`config.mk`:
```
export PLATFORM = sky130hd
export DESIGN_NAME = mbus_read_mux
export DESIGN_NICKNAME = d
export VERILOG_FILES = /design/src/hw/gen_bus_pkg.sv /design/src/hw/mbus_read_mux.sv
export VERILOG_INCLUDE_DIRS = /design/src /design/src/include
export SDC_FILE = /design/constraint.sdc
export NUM_CORES = 1
export LEC_CHECK = 0
export BUFFER_PORTS_ARGS = -buffer_cell sky130_fd_sc_hd__buf_2
export CORE_UTILIZATION = 44
export CTS_CLUSTER_DIAMETER = 150
export DETAILED_ROUTE_END_ITERATION = 10
export PLACE_DENSITY_LB_ADDON = 0.05
export SLEW_MARGIN = 40
export SYNTH_ARGS = -nofsm -noshare
export SYNTH_HDL_FRONTEND = slang
export SYNTH_SLANG_ARGS = --single-unit
```
`constraint.sdc`:
```
create_clock -name MCLK -period 1.7 [get_ports MCLK]
set_clock_uncertainty 0.1 [all_clocks]
set_input_delay 0.085 -clock MCLK [delete_from_list [all_inputs] [get_ports MCLK]]
set_output_delay 0.085 -clock MCLK [all_outputs]
set_load 0.05 [all_outputs]
```
`src/include/gen_bus_macros.svh`:
```
// Console bus fabric constants
// Widths, control register pages, bank register page and reset values
// shared by the main bus and the sound-side bus blocks

`ifndef GEN_BUS_MACROS_SVH
`define GEN_BUS_MACROS_SVH

// Z80 RAM is 8 KB
`define GEN_ZRAM_AW 13

// Value returned on unmapped reads until the 68000 reads something
`define GEN_NO_DATA_INIT 16'h4E71

// Control register pages, decoded from address bits 11 to 8
`define GEN_CTRL_BUSREQ_PAGE 4'h1
`define GEN_CTRL_RESET_PAGE 4'h2

// Z80 bank register page, ZBUS address bits 14 to 8
`define GEN_BANK_PAGE 7'h60

// Idle ZBUS read byte
`define GEN_FF_BYTE 8'hFF

`endif

```
`src/hw/gen_bus_pkg.sv`:
```
// Console bus fabric types
// Bus vector types, master and device codes and the state machine
// encodings of the main bus and the sound-side bus

package gen_bus_pkg;

	// Main bus word address, bits 23 down to 1
	typedef logic [23:1] mbus_addr_t;
	typedef logic [15:0] bus_word_t;
	typedef logic [7:0]  bus_byte_t;
	typedef logic [15:0] z80_addr_t;
	typedef logic [14:0] zbus_addr_t;
	// Bank register holds address bits 23 to 15
	typedef logic [8:0]  bank_t;

	typedef enum logic [1:0] {
		SRC_NONE, SRC_M68K, SRC_Z80, SRC_VDP
	} mbus_src_t;

	typedef enum logic [2:0] {
		DEV_NONE, DEV_ROM, DEV_ZBUS, DEV_IO, DEV_CTRL, DEV_FDC, DEV_VDP, DEV_RAM
	} mbus_dev_t;

	typedef enum logic [3:0] {
		IDLE,
		SELECT,
		RAM_WAIT,
		RAM_READ,
		RAM_WRITE,
		EXT_READ,
		VDP_READ,
		IO_READ,
		ZBUS_READ,
		NOT_USED,
		FINISH
	} mbus_state_t;

	typedef enum logic [1:0] {
		Z_IDLE, Z_READ, Z_FINISH
	} zbus_state_t;

endpackage

```
`src/hw/mbus_read_mux.sv`:
```
// Main bus read data steering
// Picks the selected device's read data and keeps the open-bus word,
// the last word the 68000 read, for unmapped and control reads

`timescale 1ns/1ps
`include "gen_bus_macros.svh"

module mbus_read_mux (
	input  logic                    MCLK,
	input  logic                    reset,
	input  logic                    rom_sel,
	input  logic                    ram_sel,
	input  logic                    vdp_sel,
	input  logic                    io_sel,
	input  logic                    ctrl_sel,
	input  logic                    zbus_sel,
	input  logic                    fdc_sel,
	input  gen_bus_pkg::mbus_addr_t mbus_addr,
	input  gen_bus_pkg::bus_word_t  vdi,
	input  gen_bus_pkg::bus_word_t  vdp_rdata,
	input  gen_bus_pkg::bus_byte_t  io_rdata,
	input  gen_bus_pkg::bus_byte_t  zbus_rdata,
	input  logic                    ctrl_flag,
	input  logic                    m68k_owner,
	input  logic                    finish_strobe,
	output gen_bus_pkg::bus_word_t  mbus_rdata
);
	import gen_bus_pkg::*;

	bus_word_t no_data;

	always_comb begin
		if (rom_sel || ram_sel || fdc_sel)
			mbus_rdata = vdi;
		// Status register only drives its low 10 bits
		else if (vdp_sel && mbus_addr[4:2] == 3'd1)
			mbus_rdata = {no_data[15:10], vdp_rdata[9:0]};
		else if (vdp_sel)
			mbus_rdata = vdp_rdata;
		else if (zbus_sel)
			mbus_rdata = {zbus_rdata, zbus_rdata};
		else if (io_sel)
			mbus_rdata = {io_rdata, io_rdata};
		else if (ctrl_sel)
			mbus_rdata = {no_data[15:9], ctrl_flag, no_data[7:0]};
		else
			mbus_rdata = no_data;
	end

	always_ff @(posedge MCLK) begin
		if (reset)
			no_data <= `GEN_NO_DATA_INIT;
		else if (finish_strobe && m68k_owner)
			no_data <= mbus_rdata;
	end

endmodule

```
==> results.md <==
- Placed cell area: 1840 µm²
- DR iter-0 viols: 81
- Port-buffer cells: 78
- HP Start: vdi[13]
- WL/cell: 13.2 µm
- Hold Path Sink: no_data[13]$_SDFFE_PP0P_
- Syn avg cell area: 7.14 µm²
- P per Cell Area: 552 nW/µm²
- Cts bufs inserted: 3
- Top cells by area, synth: dfxtp_1, a211oi_1, a21oi_1
- Worst-path maximum fanout: 3
- Crit path capture type: primary output
- Starting Density: 0.460
- Top flop regs: no_data: 16 flops
- Boundary pin count: 99
- First-pass DRT Iterations: 4
- CTS root buffer: clkbuf_4
- Final WL: 4.17 mm
- Max IR drop VDD: 0.383 mV
- Total Routing Usage GR: 0.240
- Clock Latency Late Sink: 0.28 ns
- Total power draw: 1110 µW
- Net Count, Synth: 278
- Die area: 3390 µm²
- Vias in the first global route: 1,438
- Max reg flops: 16
- Slew Viols, Final: 0
- Placed insts: 309
- Worst Path Arrival: 1.47 ns
- Post-synth EDFFs: 0
- Fin area: 2010 µm²
- WHS Path Cells: 3
- Crit share post-route: 0.972
- Die W: 58.3 µm
- HPWL Detailed: 3.04 mm
- Post-synth top cells: a21oi_1, nand2_1, a211oi_1
- Distinct cells, synth: 35
- Largest net degree at the start of global routing: 33
- Final setup fails: 0
- Worst R2R Setup Slack: 0.39 ns
- ANT cells: 0
- Startpoint types: flip-flop
- TritonCTS clock tree: done
- Slew headroom: 0.728
- Non-Filler Instances: 317
- Worst Tran Pin Value: 0.408 ns
- Yosys reg bits: 16
- Area Overhead vs Synth: 44.5%
- Worst-path clk slew: 0.10 ns
- Post-synth ARST share: 0
- Leak Pwr: 0.000818 µW
- Max_cap viols: 0
- # rows: 20
- Global-route wire length before repair: 6.33 mm
- Clock H-tree levels: 1
- Worst Setup Path Type: flip-flop to primary output
- Largest area contributor in the netlist: dfxtp_1
- Final hold violations: 0
- Status: finished, final reports clean
- Final ANT Viol Nets: 0
- Most numerous cell in the Yosys netlist: a21oi_1
- Max Clock Freq: 605 MHz
- Reg-to-reg critical path startpoint: no_data[8]$_SDFFE_PP0P_
- Largest Register: no_data
- Routability Congestion: 0.837
- Final global-route overflow total: 0
- Clk buf depth: 2
- Placeable Area: 3030 µm²
- Residual DRC count: 0
- Post-synthesis cell area: 1390 µm²
- Initial antenna violation count: 0
- Via Count: 1,745
- Final min period: 1.65 ns
- Die Y-Extent: 58.3 µm
- Prevailing post-synth register cell: dfxtp_1
- Critical Path RT: 1.51 ns
- Seq/Total Area, Yosys: 0.230
- YS warnings: 0
- Worst r2r path cells: 5
- Nets: 358
- Synthesized instance count: 195
- Top cell type's share of synthesized area: 0.230
- Via/cell ratio: 5.50
- R2r endpoint: no_data[8]$_SDFFE_PP0P_
- Share of cells above drive strength 1: 0.396
- Worst hold path type: input port to flip-flop
- Clock Sinks: 16
report_power, final:
group	switching (µW)	internal [µW]
clock	122	82.3
combinational	297	198
sequential	13.7	397
total	433	678
layout make-up:
cell class              count  area (µm²)
multi-input cells         164        1060
flip-flops and latches     16         322
clock buffers               3        22.5
repair buffers             89         544
well taps                  44        55.1
inverters                   1        3.75
fillers                   286        1020
cell usage in the layout, fill, tap and decap left out, types with 2 or more instances in the layout:
cell / n
mux2i_1: 3
o21ai_0: 8
and2_1: 4
o21ai_1: 13
clkbuf_4: 7
a21oi_1: 27
o21bai_1: 4
o22a_1: 4
a22oi_1: 6
nor3_4: 2
nor4_1: 4
nor2_1: 8
nand2_1: 20
a221oi_1: 3
nor3_1: 7
nor2b_1: 7
buf_2: 66
buf_4: 9
nand2b_1: 14
dfxtp_1: 15
a211oi_2: 11
dlygate4sd3_1: 4
buf_6: 5
a211oi_1: 7
per-layer routing:
metal,track usage,wire length (µm),vias up,part of all wire
li1,-,-,891,-
met1,0.326,1960,799,0.47
met2,0.394,1990,53,0.48
met3,0.0246,195,2,0.047
met4,0.0884,20,0,0.0048
met5,0,0,-,0
worst max-delay path by stage:
stage | startpoint | endpoint | slack (ns) | cells after the start
2_1_floorplan | ram_sel | mbus_rdata[0] | -0.06 | 5
3_5_place_dp | io_sel | mbus_rdata[13] | 0.14 | 6
6_report | no_data[10]$_SDFFE_PP1P_ | mbus_rdata[10] | 0.05 | 5
5_1_grt | no_data[10]$_SDFFE_PP1P_ | mbus_rdata[10] | -0.02 | 5
4_1_cts | no_data[8]$_SDFFE_PP0P_ | mbus_rdata[8] | 0.02 | 5
3_3_place_gp | ram_sel | mbus_rdata[10] | 0.14 | 6
logic make-up after synthesis:
group                  Yosys count  synth area share
muxes                            3            0.0216
AOI/OAI and AO/OA               88             0.403
and+or+nand+nor                 73             0.296
DFF                             16             0.230
buffers and inverters           15            0.0494
critical path, stage by stage, from the launching register on:
cell and delay (ns):
dfxtp_1 0.37, nand2b_1 0.09, a211oi_2 0.27, a21oi_1 0.09
o21ai_1 0.13, clkbuf_4 0.24
metrics by stage:
stage	utilization	setup slack, ns	hold slack, ns	setup TNS (ns)
2_1_floorplan	-	-0.0606	0.128	-0.303
3_3_place_gp	0.607	0.138	0.240	0
3_5_place_dp	0.607	0.136	0.242	0
4_1_cts	0.630	0.0221	0.00559	0
5_1_grt	0.664	-0.0161	0.00468	-0.0281
6_report	0.664	0.0483	0.00395	0
repair_timing:
action | in CTS | in global routing
endpoints found under the setup margin | 3 | 15
endpoints found under the hold margin | 4 | 0
setup buffers | 0 | 1
pin swaps | 0 | 3
gates resized for setup | 3 | 32
hold buffers | 4 | 0
Power figures use the tool's default switching activity.
