`config.mk`:
```
export PLATFORM = sky130hd
export DESIGN_NAME = mbus_decode
export DESIGN_NICKNAME = d
export VERILOG_FILES = /design/src/include/gen_bus_macros.svh /design/src/hw/gen_bus_pkg.sv /design/src/hw/mbus_decode.sv
export SDC_FILE = /design/constraint.sdc
export NUM_CORES = 1
export LEC_CHECK = 0
export ABC_CLOCK_PERIOD_IN_PS = 1820
export BUFFER_PORTS_ARGS = -buffer_cell sky130_fd_sc_hd__buf_4
export CELL_PAD_IN_SITES_DETAIL_PLACEMENT = 2
export CELL_PAD_IN_SITES_GLOBAL_PLACEMENT = 2
export CORE_MARGIN = 2
export CORE_UTILIZATION = 10
export DETAILED_ROUTE_END_ITERATION = 8
export PLACE_DENSITY = 0.89
export SLEW_MARGIN = 10
export SYNTH_ARGS = -nofsm -noshare
export SYNTH_HDL_FRONTEND = slang
export SYNTH_SLANG_ARGS = --single-unit
```
`constraint.sdc`:
```
create_clock -name vclk -period 1.82
set_input_delay 0.364 -clock vclk [all_inputs]
set_output_delay 0.364 -clock vclk [all_outputs]
set_load 0.01 [all_outputs]
```
`src/include/gen_bus_macros.svh`:
```
// Console bus fabric constants
// Widths, control register pages, bank register page and reset values
// shared by the main bus and the sound-side bus blocks

`ifndef GEN_BUS_MACROS_SVH
`define GEN_BUS_MACROS_SVH

// Z80 RAM is 8 KB
`define GEN_ZRAM_AW 13

// Value returned on unmapped reads until the 68000 reads something
`define GEN_NO_DATA_INIT 16'h4E71

// Control register pages, decoded from address bits 11 to 8
`define GEN_CTRL_BUSREQ_PAGE 4'h1
`define GEN_CTRL_RESET_PAGE 4'h2

// Z80 bank register page, ZBUS address bits 14 to 8
`define GEN_BANK_PAGE 7'h60

// Idle ZBUS read byte
`define GEN_FF_BYTE 8'hFF

`endif

```
`src/hw/gen_bus_pkg.sv`:
```
// Console bus fabric types
// Bus vector types, master and device codes and the state machine
// encodings of the main bus and the sound-side bus

package gen_bus_pkg;

	// Main bus word address, bits 23 down to 1
	typedef logic [23:1] mbus_addr_t;
	typedef logic [15:0] bus_word_t;
	typedef logic [7:0]  bus_byte_t;
	typedef logic [15:0] z80_addr_t;
	typedef logic [14:0] zbus_addr_t;
	// Bank register holds address bits 23 to 15
	typedef logic [8:0]  bank_t;

	typedef enum logic [1:0] {
		SRC_NONE, SRC_M68K, SRC_Z80, SRC_VDP
	} mbus_src_t;

	typedef enum logic [2:0] {
		DEV_NONE, DEV_ROM, DEV_ZBUS, DEV_IO, DEV_CTRL, DEV_FDC, DEV_VDP, DEV_RAM
	} mbus_dev_t;

	typedef enum logic [3:0] {
		IDLE,
		SELECT,
		RAM_WAIT,
		RAM_READ,
		RAM_WRITE,
		EXT_READ,
		VDP_READ,
		IO_READ,
		ZBUS_READ,
		NOT_USED,
		FINISH
	} mbus_state_t;

	typedef enum logic [1:0] {
		Z_IDLE, Z_READ, Z_FINISH
	} zbus_state_t;

endpackage

```
`src/hw/mbus_decode.sv`:
```
// Main bus address decoder
// Maps the registered bus address to a device code and drives the
// cartridge chip enables, whose halves swap with cart_n

`timescale 1ns/1ps

module mbus_decode (
	input  gen_bus_pkg::mbus_addr_t addr,
	input  logic                    cart_n,
	output gen_bus_pkg::mbus_dev_t  dev,
	output logic                    ce0_n,
	output logic                    rom_n,
	output logic                    ras2_n,
	output logic                    fdc_n
);
	import gen_bus_pkg::*;

	logic cart_space;
	logic fdc_hit;

	assign cart_space = ~addr[23];
	assign fdc_hit    = (addr[23:8] == 16'hA120);

	always_comb begin
		dev = DEV_NONE;
		if (cart_space)
			dev = DEV_ROM;
		else if (addr[23:16] == 8'hA0)
			dev = DEV_ZBUS;
		// I/O block mirrors every 32 bytes up to A10FFF
		else if (addr[23:12] == 12'hA10)
			dev = DEV_IO;
		else if (addr[23:12] == 12'hA11 && addr[7:1] == 7'd0)
			dev = DEV_CTRL;
		else if (fdc_hit)
			dev = DEV_FDC;
		else if (addr[23:21] == 3'b110 && addr[18:16] == 3'd0 && addr[7:5] == 3'd0)
			dev = DEV_VDP;
		else if (&addr[23:21])
			dev = DEV_RAM;
	end

	// Cartridge halves; cart_n high moves ce0_n to the upper 4 MB
	assign ce0_n  = ~(cart_space && addr[22] == cart_n);
	assign rom_n  = ~(cart_space && addr[22] != cart_n && !addr[21]);
	assign ras2_n = ~(cart_space && addr[22] != cart_n && addr[21]);
	assign fdc_n  = ~fdc_hit;

endmodule

```
==> metrics.csv <==
stage,metric,value,unit
finish,nets@finish,84,
worst_setup_path,crit path kind,in -> out,
power,Total Power,0.09329,mW
power,Seq pwr share,0,%
finish,Layout area overhead,200.0,%
grt,first-pass GRT wire length,1504,µm
sta,Finish-stage setup viols,4,
synthesis,Syn Nets,48,
finish,Register Area,0,µm²
detailed_routing,drt wl/cell,12.76,µm
finish,clock buffer count,0,
synthesis,"Cell Area, Synth",167.7,µm²
die,chip width,44.95,µm
worst_setup_path,"critical path fanouts, max",3,
power,combinational power share,100.0,%
power,Peak VDD IR,0.00006050,V
synthesis,Area contributors post-synth,"nor4b_4 (14%), o211ai_1 (9.0%), nor4_1 (7.5%), or3_1 (7.5%), nand2_1 (6.7%)",
die,die height,44.95,µm
synthesis,synthesized area per cell,6.986,µm²
min_path,Hold Crit Depth,3,
detailed_routing,antenna-violating nets left,0,
min_path,hold_sp,addr[22],
placed_design,PortBufs,31,
job,Max Cap Violations,0,
die,Ports,31,
run_status,run status,"complete, but fails checks",
worst_setup_path,Worst EP arrival,1.66,ns
placed_design,dpl hpwl,825.7,µm
detailed_routing,met2 wire len,556,µm
clocking,CTS Hold Bufs,0,
detailed_routing,via count,330,
die,FP Rows,14,
detailed_routing,1st-pass router iterations,2,
finish,FF+latch count,0,
grt,vias in the first global route,356,
sta,Pins Over Slew Limit,0,
sta,Max Freq,0.4939,GHz
power,switching pwr,0.03508,mW
detailed_routing,WL met3,68,µm
die,die area,2020,µm²
detailed_routing,1st-iter DRT viols,3,
grt,initial antenna violation count,0,
detailed_routing,wire length on met1,319,µm
min_path,HP Class,in -> out,
finish,"most common cell after layout, fill and taps aside",buf_4,
min_path,hold path endpoint,ce0_n,
synthesis,Yosys warning count,0,
grt,Tot GR Track Use,9.344,%
grt,largest net degree at the start of global routing,7,
detailed_routing,DR top layer,met3,
sta,final worst path period need,2.025,ns
run_status,failing checks,setup timing,
power,sw frac,37.60,%
finish,"commonest non-fill, non-tap cells in the layout","buf_4 (30), buf_6 (4), nor2_1 (3), nand2_1 (3)",
synthesis,cells after synthesis,24,
sta,final worst-path cycle share,111.2,%
detailed_routing,DRC viols,0,
power,internal power,0.05821,mW
sta,worst setup margin,-0.2047,ns
sta,Final TNS setup,-0.5731,ns
detailed_routing,routed wire length,944,µm
die,core area,1541,µm²
finish,diode count,0,
power,Clk network pwr share,0,%
sta,count of final hold-check violations,0,
synthesis,post-synth cell types,16,
finish,share of layout cells above drive strength 1,72.41,%
synthesis,"Seq/Total Area, Yosys",0,%
power,power per cell area,185.5,nW/µm²
synthesis,share of the synthesized area in the top cell type,14.18,%
worst_setup_path,required time worst endpoint,1.46,ns
die,Starting Density,10.88,%
sta,headroom to the max-slew limit,81.65,%
worst_setup_path,CP endpoint kind,output pin,
power,static leakage,0.2278,nW
grt,global route overflow,0,
detailed_routing,drt via density,4.459,
sta,RSZ-0062 raised after global routing,true,
finish,Fill cells,193,
sta,Least-Margin Pin Slew,0.2741,ns
worst_setup_path,CP startpoint kind,primary input,
placed_design,Placer Congestion,0.7719,
synthesis,Yosys top cell by area,nor4b_4,
stage by stage:
| stage | utilization, % | area [µm²] | setup slack, ns | std cells | hold WS [ns] |
|---|---|---|---|---|---|
| 2_1_floorplan | - | 167.7 | 0.08365 | 24 | 0.7941 |
| 3_3_place_gp | 28.25 | 435.4 | -0.1887 | 73 | 1.049 |
| 3_5_place_dp | 28.25 | 435.4 | -0.2376 | 73 | 1.050 |
| 4_1_cts | 28.73 | 442.9 | -0.2078 | 73 | 1.059 |
| 5_1_grt | 32.63 | 503.0 | -0.2340 | 74 | 1.077 |
| 6_report | 32.63 | 503.0 | -0.2047 | 74 | 1.052 |
worst max path at each step:
stage	from	to	slack [ns]	cells past startpoint
5_1_grt	addr[19]	dev[1]	-0.23	6
3_5_place_dp	addr[19]	dev[1]	-0.24	6
2_1_floorplan	addr[19]	dev[1]	0.08	4
3_3_place_gp	addr[19]	dev[1]	-0.19	6
6_report	addr[19]	dev[1]	-0.20	6
4_1_cts	addr[19]	dev[1]	-0.21	6
timing repair:
action,4_1_cts,5_1_grt
buffers inserted,0,1
pin swaps,3,6
gates resized for setup,2,9
endpoints found under the setup margin,4,4
cells by family after synthesis:
logic type,after synthesis,synth area share [%]
simple gates,21,85.82
xor+xnor,1,5.225
compound gates,2,8.953
power by group through the flow:
stage | sequential, mW | clock (mW) | combinational, mW
6_report | 0 | 0 | 0.0933
5_1_grt | 0 | 0 | 0.102
4_1_cts | 0 | 0 | 0.0850
3_5_place_dp | 0 | 0 | 0.0834
3_3_place_gp | 0 | 0 | 0.0808
2_1_floorplan | 0 | 0 | 0.0194
routing by layer:
layer  GRT usage (%)  vias to the layer above
li1                -                      164
met1           10.12                      149
met2           20.57                       17
met3               0                        0
met4               0                        0
met5               0                        -
cell type report:
| type | count | area, µm² | share of cell area (%) |
|---|---|---|---|
| multi-input cells | 24 | 212.7 | 42.29 |
| well taps | 16 | 20.02 | 3.980 |
| repair buffers | 34 | 270.3 | 53.73 |
cells in the mapped netlist:
| cell | count |
|---|---|
| nand2_1 | 3 |
| nor2_1 | 3 |
| nand3_1 | 2 |
| nor4_1 | 2 |
| o211ai_1 | 2 |
| or3_1 | 2 |
| and3b_1 | 1 |
| nand2b_1 | 1 |
| nand3_2 | 1 |
| nand3b_1 | 1 |
| nand4_1 | 1 |
| nor3_1 | 1 |
| nor4b_4 | 1 |
| or4_1 | 1 |
| or4_4 | 1 |
| xnor2_1 | 1 |
worst max-delay path, cell delays in order:
cell	delay [ns]
buf_6	0.09
nor4b_4	0.28
nand3_2	0.11
or4_4	0.51
o211ai_1	0.14
buf_4	0.16
No activity file was read; power rests on OpenSTA's default activity.
