==> config.mk <==
export PLATFORM = sky130hd
export DESIGN_NAME = mbus_arbiter
export DESIGN_NICKNAME = d
export VERILOG_FILES = /design/src/include/gen_bus_macros.svh /design/src/hw/gen_bus_pkg.sv /design/src/hw/mbus_arbiter.sv
export SDC_FILE = /design/constraint.sdc
export NUM_CORES = 1
export LEC_CHECK = 0
export BUFFER_PORTS_ARGS = -buffer_cell sky130_fd_sc_hd__buf_2
export CORE_UTILIZATION = 40
export CTS_CLUSTER_SIZE = 24
export DETAILED_ROUTE_END_ITERATION = 6
export HOLD_SLACK_MARGIN = 0.1
export PLACE_DENSITY = 0.72
export SYNTH_ARGS = -nofsm -noshare
export SYNTH_HDL_FRONTEND = slang
export SYNTH_SLANG_ARGS = --single-unit
==> constraint.sdc <==
create_clock -name MCLK -period 3.1 [get_ports MCLK]
set_input_delay 0.465 -clock MCLK [delete_from_list [all_inputs] [get_ports MCLK]]
set_output_delay 0.465 -clock MCLK [all_outputs]
set_load 0.01 [all_outputs]
==> src/include/gen_bus_macros.svh <==
// Console bus fabric constants
// Widths, control register pages, bank register page and reset values
// shared by the main bus and the sound-side bus blocks

`ifndef GEN_BUS_MACROS_SVH
`define GEN_BUS_MACROS_SVH

// Z80 RAM is 8 KB
`define GEN_ZRAM_AW 13

// Value returned on unmapped reads until the 68000 reads something
`define GEN_NO_DATA_INIT 16'h4E71

// Control register pages, decoded from address bits 11 to 8
`define GEN_CTRL_BUSREQ_PAGE 4'h1
`define GEN_CTRL_RESET_PAGE 4'h2

// Z80 bank register page, ZBUS address bits 14 to 8
`define GEN_BANK_PAGE 7'h60

// Idle ZBUS read byte
`define GEN_FF_BYTE 8'hFF

`endif

==> src/hw/gen_bus_pkg.sv <==
// Console bus fabric types
// Bus vector types, master and device codes and the state machine
// encodings of the main bus and the sound-side bus

package gen_bus_pkg;

	// Main bus word address, bits 23 down to 1
	typedef logic [23:1] mbus_addr_t;
	typedef logic [15:0] bus_word_t;
	typedef logic [7:0]  bus_byte_t;
	typedef logic [15:0] z80_addr_t;
	typedef logic [14:0] zbus_addr_t;
	// Bank register holds address bits 23 to 15
	typedef logic [8:0]  bank_t;

	typedef enum logic [1:0] {
		SRC_NONE, SRC_M68K, SRC_Z80, SRC_VDP
	} mbus_src_t;

	typedef enum logic [2:0] {
		DEV_NONE, DEV_ROM, DEV_ZBUS, DEV_IO, DEV_CTRL, DEV_FDC, DEV_VDP, DEV_RAM
	} mbus_dev_t;

	typedef enum logic [3:0] {
		IDLE,
		SELECT,
		RAM_WAIT,
		RAM_READ,
		RAM_WRITE,
		EXT_READ,
		VDP_READ,
		IO_READ,
		ZBUS_READ,
		NOT_USED,
		FINISH
	} mbus_state_t;

	typedef enum logic [1:0] {
		Z_IDLE, Z_READ, Z_FINISH
	} zbus_state_t;

endpackage

==> src/hw/mbus_arbiter.sv <==
// Main bus arbiter
// Picks one of the 68000, Z80 and video DMA masters, registers its
// address, data and strobes, walks the target device handshake and
// returns the acknowledge to the owning master

`timescale 1ns/1ps

module mbus_arbiter (
	input  logic                    MCLK,
	input  logic                    reset,
	input  logic                    m68k_as_n,
	input  logic                    m68k_uds_n,
	input  logic                    m68k_lds_n,
	input  logic                    m68k_rnw,
	input  gen_bus_pkg::mbus_addr_t m68k_addr,
	input  gen_bus_pkg::bus_word_t  m68k_wdata,
	input  logic                    z80_mreq_n,
	input  logic                    z80_rd_n,
	input  logic                    z80_wr_n,
	input  gen_bus_pkg::z80_addr_t  z80_addr,
	input  gen_bus_pkg::bus_byte_t  z80_wdata,
	input  logic                    vbus_sel,
	input  gen_bus_pkg::mbus_addr_t vbus_addr,
	input  logic                    z80_zbus_hit,
	input  gen_bus_pkg::bank_t      bank,
	input  logic                    dtack_n,
	input  logic                    ram_rdy,
	input  logic                    vdp_dtack_n,
	input  logic                    io_dtack_n,
	input  logic                    zbus_dtack_n,
	input  gen_bus_pkg::mbus_dev_t  dev,
	output gen_bus_pkg::mbus_addr_t mbus_addr,
	output gen_bus_pkg::bus_word_t  mbus_wdata,
	output logic                    mbus_rnw,
	output logic                    mbus_uds_n,
	output logic                    mbus_lds_n,
	output logic                    rom_sel,
	output logic                    ram_sel,
	output logic                    vdp_sel,
	output logic                    io_sel,
	output logic                    ctrl_sel,
	output logic                    zbus_sel,
	output logic                    fdc_sel,
	output logic                    m68k_dtack_n,
	output logic                    z80_mbus_dtack_n,
	output logic                    vbus_dtack_n,
	output logic                    m68k_owner,
	output logic                    finish_strobe
);
	import gen_bus_pkg::*;

	mbus_src_t   msrc;
	mbus_state_t state;
	logic        m68k_req;
	logic        z80_io;
	logic        ack_now;
	logic        release_bus;

	assign m68k_req = ~m68k_as_n & (~m68k_uds_n | ~m68k_lds_n);
	assign z80_io   = ~z80_mreq_n & (~z80_rd_n | ~z80_wr_n);

	// Device handshake done in the current wait state
	always_comb begin
		case (state)
			RAM_READ, RAM_WRITE: ack_now = ram_rdy;
			EXT_READ:            ack_now = ~dtack_n;
			VDP_READ:            ack_now = ~vdp_dtack_n;
			IO_READ:             ack_now = ~io_dtack_n;
			ZBUS_READ:           ack_now = ~zbus_dtack_n;
			NOT_USED:            ack_now = 1'b1;
			default:             ack_now = 1'b0;
		endcase
	end

	// Owner has dropped its request
	always_comb begin
		case (msrc)
			SRC_M68K: release_bus = m68k_as_n;
			SRC_Z80:  release_bus = ~z80_io;
			SRC_VDP:  release_bus = ~vbus_sel;
			default:  release_bus = 1'b1;
		endcase
	end

	assign m68k_owner    = (msrc == SRC_M68K);
	assign finish_strobe = (state == FINISH) && release_bus;

	always_ff @(posedge MCLK) begin
		if (reset) begin
			state            <= IDLE;
			msrc             <= SRC_NONE;
			mbus_rnw         <= 1'b1;
			mbus_uds_n       <= 1'b1;
			mbus_lds_n       <= 1'b1;
			{rom_sel, ram_sel, vdp_sel, io_sel} <= 4'b0000;
			{ctrl_sel, zbus_sel, fdc_sel}       <= 3'b000;
			m68k_dtack_n     <= 1'b1;
			z80_mbus_dtack_n <= 1'b1;
			vbus_dtack_n     <= 1'b1;
		end else begin
			case (state)
				IDLE: begin
					msrc <= SRC_NONE;
					if (m68k_req) begin
						msrc       <= SRC_M68K;
						mbus_addr  <= m68k_addr;
						mbus_wdata <= m68k_wdata;
						mbus_rnw   <= m68k_rnw;
						mbus_uds_n <= m68k_uds_n;
						mbus_lds_n <= m68k_lds_n;
						state      <= SELECT;
					end else if (z80_io && !z80_zbus_hit) begin
						// Upper half goes through the bank, 7Fxx lands on the video chip
						msrc       <= SRC_Z80;
						mbus_addr  <= z80_addr[15] ? {bank, z80_addr[14:1]}
						                           : {16'hC000, z80_addr[7:1]};
						mbus_wdata <= {z80_wdata, z80_wdata};
						mbus_rnw   <= z80_wr_n;
						mbus_uds_n <= z80_addr[0];
						mbus_lds_n <= ~z80_addr[0];
						state      <= SELECT;
					end else if (vbus_sel) begin
						msrc       <= SRC_VDP;
						mbus_addr  <= vbus_addr;
						mbus_wdata <= '0;
						mbus_rnw   <= 1'b1;
						mbus_uds_n <= 1'b0;
						mbus_lds_n <= 1'b0;
						state      <= SELECT;
					end
				end
				SELECT: begin
					case (dev)
						DEV_ROM: begin
							rom_sel <= 1'b1;
							state   <= EXT_READ;
						end
						DEV_FDC: begin
							fdc_sel <= 1'b1;
							state   <= EXT_READ;
						end
						DEV_ZBUS: begin
							zbus_sel <= 1'b1;
							state    <= ZBUS_READ;
						end
						DEV_IO: begin
							io_sel <= 1'b1;
							state  <= IO_READ;
						end
						DEV_VDP: begin
							vdp_sel <= 1'b1;
							state   <= VDP_READ;
						end
						DEV_RAM: begin
							ram_sel <= 1'b1;
							state   <= RAM_WAIT;
						end
						DEV_CTRL: begin
							ctrl_sel <= 1'b1;
							state    <= NOT_USED;
						end
						default: state <= NOT_USED;
					endcase
				end
				// RAM takes the access by pulling ram_rdy low
				RAM_WAIT: begin
					if (!ram_rdy)
						state <= mbus_rnw ? RAM_READ : RAM_WRITE;
				end
				FINISH: begin
					if (release_bus) begin
						m68k_dtack_n     <= 1'b1;
						z80_mbus_dtack_n <= 1'b1;
						vbus_dtack_n     <= 1'b1;
						mbus_rnw         <= 1'b1;
						mbus_uds_n       <= 1'b1;
						mbus_lds_n       <= 1'b1;
						{rom_sel, ram_sel, vdp_sel, io_sel} <= 4'b0000;
						{ctrl_sel, zbus_sel, fdc_sel}       <= 3'b000;
						state            <= IDLE;
					end
				end
				default: begin
					if (ack_now) begin
						m68k_dtack_n     <= (msrc != SRC_M68K);
						z80_mbus_dtack_n <= (msrc != SRC_Z80);
						vbus_dtack_n     <= (msrc != SRC_VDP);
						state            <= FINISH;
					end
				end
			endcase
		end
	end

endmodule

==> results.ini <==
[floorplanning]
ios=168
dieArea_um2=7950
die_width_um=89.2
core_area_um2=7290
row_count=31
initial_core_util_pct=41.7
die_h_um=89.2

[clock_tree]
clock_path_buffers=2
cts_resized=0
root_buffer=clkbuf_8
clkTransAtPathRegs_ns=0.06
cts_made_buffers=9
clock-sinks=58
htree_levels=3
clk_latency_ns=0.34
cts_setup_buffers=0
cts_tree=yes
holdBufCountCts=0

[drt]
wl_per_cell_um=14.7
num_vias=3046
avgViaCountPerCell=5.22
drt-pass1-iter-count=4
drc=0
ant_nets=0
wl_um=8580
drtIter0Drc=143

[cells_and_area]
antenna_cells=0
area.growth.synth_to_final_pct=36.5
finalInstanceArea_um2=4150
drive_above_1_share_pct=40.8
fin_nets=594

[timing]
max_freq_ghz=0.466
hold_viol=0
maxSlewViolCount=0
rsz0062_at_grt=no
tightestPinTransition_ns=0.782
fin_worst_skew_ns=0.0123
setup_tns_ns=0
max_slew_margin_pct=47.9
min_period_over_period_pct=69.2
setup_viol=0
finalCriticalPeriod_ns=2.15

[synth]
synth_common_cells=nand2_1, nor2_1, edfxtp_1
yosysMostFrequentCell=nand2_1
synthMuxAreaShare_pct=2.67
ys_top_cells_by_area=edfxtp_1, dfxtp_1, nand2_1, nor2_1, a31oi_1
synth_top_family_by_area=compound AO/OA/AOI/OAI gates
ys_async_sr_fraction_pct=0
synth-adder-area-share_pct=0
synthXorXnorAreaFrac_pct=0.288
synth_area_um2=3040
yosysWarningCount=0
synthFlopType=edfxtp_1
synth-simple-area-share_pct=19.7
synthCells=321
synth_compound_area_share_pct=21.7
avgSynthCellArea_um2=9.47
synth_cell_type_count=54
synth_edf_count=39
synth_top_area_share_pct=38.5
syn-num-nets=435
ys_ff_latch=58
yosysTopAreaCell=edfxtp_1
synth-seq-area-share_pct=51.0

[global_route]
grt_util_met1_pct=24.8
antenna_found_initial=0
overflow=0
first_global_vias=2660
use_met2_pct=35.0
top_usage_layer=met2
grt_max_degree=45
grt_use_met3_pct=4.99
grt_pass1_wl_um=12300
globalRouteTotalUtil_pct=20.8

[setup_path]
reg2reg_slack_ns=0.95
worstPathRequired_ns=3.13
crit_path_max_fanout=21
cp-start-kind=flop
endpoint_kind=flop
arrival_ns=2.18
crit_type=reg2reg

[pwr]
power_density_nw_per_um2=662
p_leak_nw=1.84
finalPower_mw=2.75
ir_drop_v=0.000330

[flow_run]
cap_violations=0

[place]
numPortBuffers=167
gp_routability_congestion=0.836
hpwl_um=6520
dpl_cell_area_um2=3950

[hold_path]
hp-class=in2reg

[run_status]
status=completed

[worst paths after layout]
path         depth (start not counted)                      end                   from
max                                  4  mbus_wdata[8]$_DFFE_PP_  state[0]$_SDFFE_PP0P_
min                                  3  mbus_addr[21]$_DFFE_PP_          m68k_addr[21]
max reg2reg                          4  mbus_wdata[8]$_DFFE_PP_  state[0]$_SDFFE_PP0P_
min reg2reg                          2      io_sel$_SDFFE_PP0P_    io_sel$_SDFFE_PP0P_
[layout by cell type (no fill, tap or decap), types with 2 or more instances in the layout]
cell type	netlist	routed
and2_1	2	2
edfxtp_1	39	39
nor4_1	2	2
a22o_1	16	16
nor2b_1	9	9
nor3_1	2	2
clkbuf_1	15	2
clkbuf_8	0	11
nand2_1	45	45
dfxtp_1	19	19
o21ai_0	15	15
inv_1	6	6
nand3b_1	3	3
clkinv_2	0	2
a21oi_1	16	16
mux2i_1	7	7
a31oi_1	23	23
nand2b_1	2	2
buf_4	4	4
buf_2	4	167
nand3_1	16	16
nor2_1	41	40
[layer usage]
metal,share of wire [%],routed length [um]
met2,49,4220
met4,2.0,169
met1,41,3490
met3,8.2,703
met5,0,0
[critical path, stage by stage (launching register included)]
cell and delay [ns]:
dfxtp_1 0.48, nor4_1 0.44, o31ai_1 0.20, nor2_4 0.49, buf_12 0.24
[flip-flops by register name, summed over array words and instances, names as in the netlist, 2 cells and up]
| register | cells |
|---|---|
| msrc | 2 |
| state | 4 |
| mbus_wdata | 16 |
| mbus_addr | 23 |
[layout make-up]
cell class              instances  area, um^2
clock buffers                  13         159
multi-input cells             233        1370
inverters                       6        22.5
repair buffers                172         886
flip-flops and latches         58        1550
fillers                       672        3140
clock inverters                 3        40.0
well taps                      99         124
[metrics by stage]
| step | setup slack, ns | cells | util, % | hold WS (ns) |
|---|---|---|---|---|
| floorplan | 0.532 | 321 | - | 0.470 |
| finish | 0.955 | 584 | 56.9 | 0.413 |
| global route | 0.820 | 584 | 56.9 | 0.413 |
| global placement | 1.00 | 568 | 54.2 | 0.444 |
| detailed placement | 0.970 | 568 | 54.2 | 0.456 |
| CTS | 0.953 | 584 | 56.9 | 0.393 |
[kinds of logic (layout without fill, tap and decap cells)]
group,after synthesis,in the layout
compound gates,94,94
xor+xnor,1,1
buf+inv,30,194
flops,58,58
mux,8,8
simple gates,130,130
[report_power, final]
part	total, mW	switching, mW	internal, mW	leakage [nW]
Sequential	1.13	0.120	1.01	0.519
Clock	0.699	0.286	0.413	0.103
Combinational	0.915	0.520	0.395	1.21
Total	2.75	0.926	1.82	1.84
Note: power is estimated with default switching activity, not from simulation.
